### config.mk
export PLATFORM = sky130hd
export DESIGN_NAME = fetch_decode_top
export DESIGN_NICKNAME = d
export VERILOG_FILES = /design/src/isa_pkg.sv /design/src/pipe_pkg.sv /design/src/stage_if.sv /design/src/instruction_memory.sv /design/src/instruction_fetch.sv /design/src/pipe_reg.sv /design/src/instruction_decode.sv /design/src/fetch_decode_top.sv
export VERILOG_INCLUDE_DIRS = /design/src /design/src/src
export SDC_FILE = /design/constraint.sdc
export NUM_CORES = 2
export LEC_CHECK = 0
export ABC_AREA = 1
export BUFFER_PORTS_ARGS = -buffer_cell sky130_fd_sc_hd__buf_2
export CELL_PAD_IN_SITES_DETAIL_PLACEMENT = 2
export CELL_PAD_IN_SITES_GLOBAL_PLACEMENT = 2
export CORE_MARGIN = 2
export CORE_UTILIZATION = 38
export CTS_CLUSTER_SIZE = 30
export DETAILED_ROUTE_END_ITERATION = 8
export HOLD_SLACK_MARGIN = 0.06
export PLACE_DENSITY = 0.77
export SLEW_MARGIN = 30
export SYNTH_ARGS = -nofsm -noshare
export SYNTH_HDL_FRONTEND = slang
export SYNTH_SLANG_ARGS = --single-unit
### constraint.sdc
create_clock -name clk -period 5.6 [get_ports clk]
set_input_delay 0 -clock clk [delete_from_list [all_inputs] [get_ports clk]]
set_output_delay 0 -clock clk [all_outputs]
set_load 0.01 [all_outputs]
### src/fetch_config.svh
`ifndef FETCH_CONFIG_SVH
`define FETCH_CONFIG_SVH

////////////////////////////////////////////////////////////////////////////
// Front end sizing
////////////////////////////////////////////////////////////////////////////

// Words in instruction memory
`define IMEM_DEPTH 64

// Word address and program counter width, log2 of the depth
`define IMEM_ADDR_W 6

// Instruction word width
`define INSTR_W 32

// Immediate field width inside the instruction word
`define IMM_W 16

`endif

### src/isa_pkg.sv
`include "fetch_config.svh"

////////////////////////////////////////////////////////////////////////////
// Instruction encoding types
////////////////////////////////////////////////////////////////////////////

package isa_pkg;

	// Primary opcode, bits 31..26
	// Values not listed here still decode as I-type
	typedef enum logic [5:0]
	{
		op_rtype = 6'h00,
		op_j     = 6'h02,
		op_beq   = 6'h04,
		op_bne   = 6'h05,
		op_addi  = 6'h08,
		op_andi  = 6'h0c,
		op_ori   = 6'h0d,
		op_lui   = 6'h0f,
		op_lw    = 6'h23,
		op_sw    = 6'h2b
	} opcode_t;

	// Instruction format
	typedef enum logic [1:0]
	{
		kind_r = 2'd0,
		kind_i = 2'd1,
		kind_j = 2'd2
	} instr_kind_t;

	// Fields split out of one instruction word
	typedef struct packed
	{
		opcode_t             opcode;
		logic [4:0]          rs;
		logic [4:0]          rt;
		logic [4:0]          rd;
		// Sign-extended immediate
		logic [`INSTR_W-1:0] imm;
		// Jump index, word address
		logic [25:0]         jump;
		instr_kind_t         kind;
	} decoded_t;

endpackage

### src/pipe_pkg.sv
`include "fetch_config.svh"

////////////////////////////////////////////////////////////////////////////
// Pipeline stage records
////////////////////////////////////////////////////////////////////////////

package pipe_pkg;

	import isa_pkg::*;

	// IF/ID record
	// Word address and raw word as read from memory
	typedef struct packed
	{
		logic [`IMEM_ADDR_W-1:0] pc;
		logic [`INSTR_W-1:0]     instr;
	} if_id_t;

	// ID/EX record
	// Raw word kept next to the decoded fields
	typedef struct packed
	{
		logic [`IMEM_ADDR_W-1:0] pc;
		logic [`INSTR_W-1:0]     instr;
		decoded_t                dec;
	} id_ex_t;

endpackage

### src/stage_if.sv
////////////////////////////////////////////////////////////////////////////
// Link between two pipeline stages
////////////////////////////////////////////////////////////////////////////

interface stage_if #(
	parameter type payload_t = logic
) ();

	// Word on offer from the stage in front
	logic     valid;
	payload_t payload;

	// Stall, the buffer keeps its contents
	logic     hold;

	// Kill the word being loaded
	logic     flush;

	// Stage that fills the link
	modport producer
	(
		output valid,
		output payload,
		input  hold
	);

	// Buffer that takes the word
	modport consumer
	(
		input valid,
		input payload,
		input hold,
		input flush
	);

endinterface

### src/instruction_memory.sv
`include "fetch_config.svh"

module instruction_memory
(
	input  logic                    clk,

	// Debug load port
	input  logic                    load_en,
	input  logic [`IMEM_ADDR_W-1:0] load_addr,
	input  logic [`INSTR_W-1:0]     load_data,

	// Fetch read port
	input  logic [`IMEM_ADDR_W-1:0] rd_addr,
	output logic [`INSTR_W-1:0]     rd_data
);

	////////////////////////////////////////////////////////////////////////////
	// Storage
	////////////////////////////////////////////////////////////////////////////

	// Contents come only from the load port
	logic [`INSTR_W-1:0] mem [`IMEM_DEPTH];

	// Load port, one word per rising edge
	always_ff @(posedge clk)
	begin
		if (load_en)
		begin
			mem[load_addr] <= load_data;
		end
	end

	////////////////////////////////////////////////////////////////////////////
	// Read
	////////////////////////////////////////////////////////////////////////////

	// Asynchronous, word at the PC in the same cycle
	assign rd_data = mem[rd_addr];

endmodule

### src/instruction_fetch.sv
`include "fetch_config.svh"

module instruction_fetch
	import pipe_pkg::*;
(
	input  logic                    clk,
	input  logic                    rst,

	// Fetch enable and stall
	input  logic                    run,
	input  logic                    hold,

	// Jump from decode
	input  logic                    redirect,
	input  logic [`IMEM_ADDR_W-1:0] jump_target,

	// Debug load while run is low
	input  logic                    load_en,
	input  logic [`IMEM_ADDR_W-1:0] load_addr,
	input  logic [`INSTR_W-1:0]     load_data,

	// Toward IF/ID
	stage_if.producer               out_stage
);

	logic [`IMEM_ADDR_W-1:0] pc;
	logic [`IMEM_ADDR_W-1:0] pc_next;
	logic [`INSTR_W-1:0]     imem_word;
	logic                    advance;
	if_id_t                  fetch_word;

	instruction_memory u_imem
	(
		.clk       (clk),
		.load_en   (load_en),
		.load_addr (load_addr),
		.load_data (load_data),
		.rd_addr   (pc),
		.rd_data   (imem_word)
	);

	////////////////////////////////////////////////////////////////////////////
	// Next address
	////////////////////////////////////////////////////////////////////////////

	// Word taken by IF/ID this cycle
	assign advance = run && !hold;

	always_comb
	begin
		pc_next = pc;
		// Jump wins over the sequential step
		if (redirect)
		begin
			pc_next = jump_target;
		end
		else if (advance)
		begin
			// Wrap at end of memory
			if (pc == `IMEM_ADDR_W'(`IMEM_DEPTH - 1))
			begin
				pc_next = '0;
			end
			else
			begin
				pc_next = pc + `IMEM_ADDR_W'(1);
			end
		end
	end

	always_ff @(posedge clk)
	begin
		if (rst)
		begin
			pc <= '0;
		end
		else
		begin
			pc <= pc_next;
		end
	end

	////////////////////////////////////////////////////////////////////////////
	// Offer to IF/ID
	////////////////////////////////////////////////////////////////////////////

	assign fetch_word.pc    = pc;
	assign fetch_word.instr = imem_word;

	// Nothing on offer while halted
	assign out_stage.valid   = run;
	assign out_stage.payload = fetch_word;

	// Memory must not change under a running fetch
	a_load_idle: assert property (@(posedge clk) disable iff (rst) !(load_en && run));

endmodule

### src/pipe_reg.sv
module pipe_reg #(
	parameter type payload_t = logic
)
(
	input  logic      clk,
	input  logic      rst,

	// From the stage in front
	stage_if.consumer in_stage,

	// Registered word
	output logic      out_valid,
	output payload_t  out_payload
);

	////////////////////////////////////////////////////////////////////////////
	// Valid flag
	////////////////////////////////////////////////////////////////////////////

	always_ff @(posedge clk)
	begin
		// Flush beats hold
		if (rst || in_stage.flush)
		begin
			out_valid <= 1'b0;
		end
		else if (!in_stage.hold)
		begin
			out_valid <= in_stage.valid;
		end
	end

	////////////////////////////////////////////////////////////////////////////
	// Payload
	////////////////////////////////////////////////////////////////////////////

	// Loads on every unstalled edge, valid says if it counts
	always_ff @(posedge clk)
	begin
		if (!in_stage.hold)
		begin
			out_payload <= in_stage.payload;
		end
	end

	// No X on valid once reset has been seen
	a_valid_known: assert property (@(posedge clk) disable iff (rst)
		!$isunknown(out_valid));

	// Stalled record stays put for the next stage
	a_hold_stable: assert property (@(posedge clk) disable iff (rst)
		in_stage.hold && out_valid |=> $stable(out_payload));

endmodule

### src/instruction_decode.sv
`include "fetch_config.svh"

module instruction_decode
	import isa_pkg::*;
	import pipe_pkg::*;
(
	// From IF/ID
	input  logic                    in_valid,
	input  if_id_t                  in_payload,

	// Toward ID/EX
	stage_if.producer               out_stage,

	// Jump back to fetch
	output logic                    redirect,
	output logic [`IMEM_ADDR_W-1:0] jump_target,

	// Kill the wrong-path word in IF/ID
	output logic                    if_flush
);

	logic [`INSTR_W-1:0] instr;
	decoded_t            dec;
	id_ex_t              dec_word;
	logic                accept;

	assign instr = in_payload.instr;

	////////////////////////////////////////////////////////////////////////////
	// Field split
	////////////////////////////////////////////////////////////////////////////

	always_comb
	begin
		dec.opcode = opcode_t'(instr[31:26]);
		dec.rs     = instr[25:21];
		dec.rt     = instr[20:16];
		dec.rd     = instr[15:11];
		// Sign extend low half
		dec.imm    = {{(`INSTR_W - `IMM_W){instr[`IMM_W-1]}}, instr[`IMM_W-1:0]};
		dec.jump   = instr[25:0];

		// Format by opcode, anything unknown is I
		case (dec.opcode)
			op_rtype: dec.kind = kind_r;
			op_j:     dec.kind = kind_j;
			default:  dec.kind = kind_i;
		endcase
	end

	////////////////////////////////////////////////////////////////////////////
	// Jump redirect
	////////////////////////////////////////////////////////////////////////////

	// ID/EX takes the record on this edge
	assign accept = !out_stage.hold;

	always_comb
	begin
		// Only once the J actually leaves IF/ID
		redirect = in_valid && accept && (dec.kind == kind_j);
		// Index is a word address, low bits only
		jump_target = dec.jump[`IMEM_ADDR_W-1:0];
		if_flush = redirect;

		// Raw opcode cross-check of the classification
		a_redirect_valid: assert (!redirect || (in_valid && instr[31:26] == 6'h02));
	end

	////////////////////////////////////////////////////////////////////////////
	// Offer to ID/EX
	////////////////////////////////////////////////////////////////////////////

	assign dec_word.pc    = in_payload.pc;
	assign dec_word.instr = instr;
	assign dec_word.dec   = dec;

	assign out_stage.valid   = in_valid;
	assign out_stage.payload = dec_word;

endmodule

### src/fetch_decode_top.sv
`include "fetch_config.svh"

module fetch_decode_top
	import isa_pkg::*;
	import pipe_pkg::*;
(
	input  logic                    clk,
	input  logic                    rst,
	input  logic                    run,
	input  logic                    stall,

	// Program load, run low only
	input  logic                    load_en,
	input  logic [`IMEM_ADDR_W-1:0] load_addr,
	input  logic [`INSTR_W-1:0]     load_data,

	// ID/EX record
	output logic                    out_valid,
	output logic [`IMEM_ADDR_W-1:0] out_pc,
	output logic [`INSTR_W-1:0]     out_instr,
	output instr_kind_t             out_kind,
	output opcode_t                 out_opcode,
	output logic [4:0]              out_rs,
	output logic [4:0]              out_rt,
	output logic [4:0]              out_rd,
	output logic [`INSTR_W-1:0]     out_imm,
	output logic [25:0]             out_jump
);

	stage_if #(.payload_t(if_id_t)) if_stage ();
	stage_if #(.payload_t(id_ex_t)) id_stage ();

	logic                    if_id_valid;
	if_id_t                  if_id_q;
	logic                    id_ex_valid;
	id_ex_t                  id_ex_q;
	logic                    redirect;
	logic [`IMEM_ADDR_W-1:0] jump_target;
	logic                    if_flush;

	////////////////////////////////////////////////////////////////////////////
	// Stall and flush routing
	////////////////////////////////////////////////////////////////////////////

	// One stall for the whole front end
	assign if_stage.hold  = stall;
	assign id_stage.hold  = stall;
	// Only a taken jump kills a word
	assign if_stage.flush = if_flush;
	assign id_stage.flush = 1'b0;

	instruction_fetch u_fetch
	(
		.clk         (clk),
		.rst         (rst),
		.run         (run),
		.hold        (stall),
		.redirect    (redirect),
		.jump_target (jump_target),
		.load_en     (load_en),
		.load_addr   (load_addr),
		.load_data   (load_data),
		.out_stage   (if_stage.producer)
	);

	pipe_reg #(.payload_t(if_id_t)) u_if_id
	(
		.clk         (clk),
		.rst         (rst),
		.in_stage    (if_stage.consumer),
		.out_valid   (if_id_valid),
		.out_payload (if_id_q)
	);

	instruction_decode u_decode
	(
		.in_valid    (if_id_valid),
		.in_payload  (if_id_q),
		.out_stage   (id_stage.producer),
		.redirect    (redirect),
		.jump_target (jump_target),
		.if_flush    (if_flush)
	);

	pipe_reg #(.payload_t(id_ex_t)) u_id_ex
	(
		.clk         (clk),
		.rst         (rst),
		.in_stage    (id_stage.consumer),
		.out_valid   (id_ex_valid),
		.out_payload (id_ex_q)
	);

	////////////////////////////////////////////////////////////////////////////
	// Unpack ID/EX
	////////////////////////////////////////////////////////////////////////////

	assign out_valid  = id_ex_valid;
	assign out_pc     = id_ex_q.pc;
	assign out_instr  = id_ex_q.instr;
	assign out_kind   = id_ex_q.dec.kind;
	assign out_opcode = id_ex_q.dec.opcode;
	assign out_rs     = id_ex_q.dec.rs;
	assign out_rt     = id_ex_q.dec.rt;
	assign out_rd     = id_ex_q.dec.rd;
	assign out_imm    = id_ex_q.dec.imm;
	assign out_jump   = id_ex_q.dec.jump;

endmodule

==> results.md <==
* Status: finished clean
* # fillers at 22300
* HPWL after detailed placement at 187000 um
* First-iteration detailed-routing DRC count at 7724
* Synth top area cells: edfxtp_1, nand2_1, nand3_1
* Largest net degree at the start of global routing at 177
* Clock Path Buffers at 3
* First-pass GRT wire length at 481000 um
* Pwr Density at 349 nW/um^2
* Worst Hold Depth at 4
* Setup_tns at 0 ps
* Clock Sinks at 2134
* Tmin final at 3980 ps
* Synth Flop Type: edfxtp_1
* # resized after CTS at 0
* Synth area leader: edfxtp_1
* Synth Instances at 7197
* FMAX at 251 MHz
* Syn Nets at 7241
* Total gr overflow at 0
* Root buffer cell: clkbuf_16
* Post-synth ARST share at 0
* Tcrit/Tclk final at 0.711
* # setup viols final at 0
* P_leak at 35.1 nW
* Worst slew pin tran at 1100 ps
* DRT Pass-1 Iters at 5
* Sequential element share of the synthesized area at 0.747
* Core area at 224000 sq um
* Footprint of the multi-input gates at 19400 sq um
* Synthesized flop and latch total at 2134
* Slew HR at 0.270
* Nets at 7353
* Area share of the largest cell type after synthesis at 0.745
* Later-pin clock latency in the skew report at 880 ps
* Synth unique cells at 26
* Worst VDD drop at 0.345 mV
* Area delta synth->final at 13.2%
* Drt wl/cell at 32.3 um
* Commonest cells in the netlist: nand2_1, edfxtp_1, nand3_1, buf_2, a21oi_1
* Initial Utilization at 0.382
* Worst setup EP type: flip-flop
* Initial antenna violation count at 34
* Final core utilization at 0.432
* FP Rows at 174
* Num CTS Buffers at 215
* Final WS setup at 1620 ps
* Drt drc at 0
* Number of routed nets with antenna violations at 0
* Hold Vio Cnt, Final at 0
* Port bufs at 162
* H-tree depth at 4
* Global placement routability congestion at 0.796
* HP Class: input pin to flip-flop
* IO Count at 163
* Vias in the first global route at 66700
* Syn Area/Cell at 11.9 sq um
* Setup bufs post-CTS at 0
* Die ar. at 229000 sq um
* Crit path kind: flip-flop to flip-flop
* Die Wd at 479 um
* WP data required at 6330 ps
* Final hold slack at 171 ps
* Layout Skew at 26.5 ps
* Worst setup SP type: flip-flop
* RSZ-0062 raised after global routing: no
* Synthesized area at 85700 sq um
* Total area of sequential cells at 64000 sq um
* Worst Reg2Reg Path Length in Cells at 10
* DP Worst Slack at 1860 ps
* Syn. warnings at 0
* Number of flops mapped to enable cells by yosys at 2126
* Vias/cell at 5.86
* Clk pin slew, worst setup/hold paths at 60 ps
* Most frequent cell after synthesis: nand2_1
* Pwr Total at 33.9 mW
* Maxcap violations at 0
* CP arrival at 4720 ps
* Layout cells sized above 1 at 0.0949
* Tot GR Track Use at 0.290
* Die Y-Extent at 479 um
* Final WL at 338000 um
* TritonCTS clock tree: done
* Via count at 61500
* Maximum fanout along the worst path at 150
* Pins Over Slew Limit at 0
[cells in the final DEF, fill, tap and decap left out, types with 11 or more instances in the layout]
cell           count
nand2_1         2985
edfxtp_1        2126
nand3_1         1171
a21oi_1          247
clkbuf_16        220
buf_2            161
buf_4            155
clkbuf_1          66
nor2_4            56
clkinv_1          52
nor2_1            45
dlygate4sd3_1     43
clkinv_2          34
buf_12            23
inv_1             15
nand4_1           11
[final cells by class]
cell class,count,share of cell area
Inverter,23,0.00146
Tap cell,2992,0.0386
Clock inverter,110,0.00848
Timing Repair Buffer,395,0.0324
Clock buffer,287,0.0594
Antenna cell,9,0.000232
Multi-Input combinational cell,4540,0.200
Sequential cell,2134,0.660
[cells by family (layout without fill, tap and decap cells)]
group / after synthesis / count (layout) / share of synthesized area
flip-flops: 2134 / 2134 / 0.747
adder cells (fa/ha/maj): 1 / 1 / 0.000146
AND/OR/NAND/NOR: 4282 / 4282 / 0.205
XOR/XNOR: 2 / 2 / 0.000204
buffers and inverters: 523 / 815 / 0.0326
AO/OA/AOI/OAI: 255 / 255 / 0.0149
other: 0 / 9 / 0
[report_power, final]
group          switching (mW)  internal [mW]  total (mW)  leakage (nW)
registers               0.131           17.7        17.9          19.3
clock network            6.39           7.66        14.0          3.21
logic                    1.56          0.418        1.97          12.7
total                    8.07           25.8        33.9          35.1
[registers in the layout (all words and copies together) (netlist names)]
name                 count
u_if_id.out_payload     38
u_fetch.u_imem.mem    2048
u_if_id.out_valid        1
u_id_ex.out_payload     40
u_id_ex.out_valid        1
u_fetch.pc               6
[worst max-delay path, cell delays in order, from the launching register on]
cell and delay, ps:
dfxtp_4 830, buf_12 430, buf_4 630, nand2_1 150, nand2_1 110, a21oi_1 80
nand3_1 180, nand3_1 390, nand2_1 210, nand2_1 220, nand2_1 150
[per-stage QoR]
step / instances / cell area (sq um)
floorplan: 7197 / 85700
global placement: 10000 / 89700
detailed placement: 10000 / 89900
CTS: 10500 / 97000
global route: 10500 / 97000
finish: 10500 / 97100
[metal layers]
layer	share of wire	global-route usage	wire length [um]	vias to the layer above
met4	0.047	0.132	15900	8
li1	-	-	-	25200
met3	0.075	0.0398	25300	753
met5	0.00017	0	56	-
met2	0.49	0.495	167000	3107
met1	0.38	0.367	130000	32400
[what timing repair did]
| item | 4_1_cts | 5_1_grt |
|---|---|---|
| hold buffers | 43 | 0 |
| endpoints found under the hold margin | 2278 | 0 |
| setup endpoints to repair | 0 | 0 |
[worst paths after layout]
kind                              endpoint  slack (ps)                     from
hold reg to reg   u_id_ex.out_payload[116]         430  u_if_id.out_payload[35]
hold / removal           u_if_id.out_valid         170                    stall
setup / recovery   u_if_id.out_payload[13]        1620            u_fetch.pc[0]
setup reg to reg   u_if_id.out_payload[13]        1620            u_fetch.pc[0]
(Power assumes the default switching activity.)
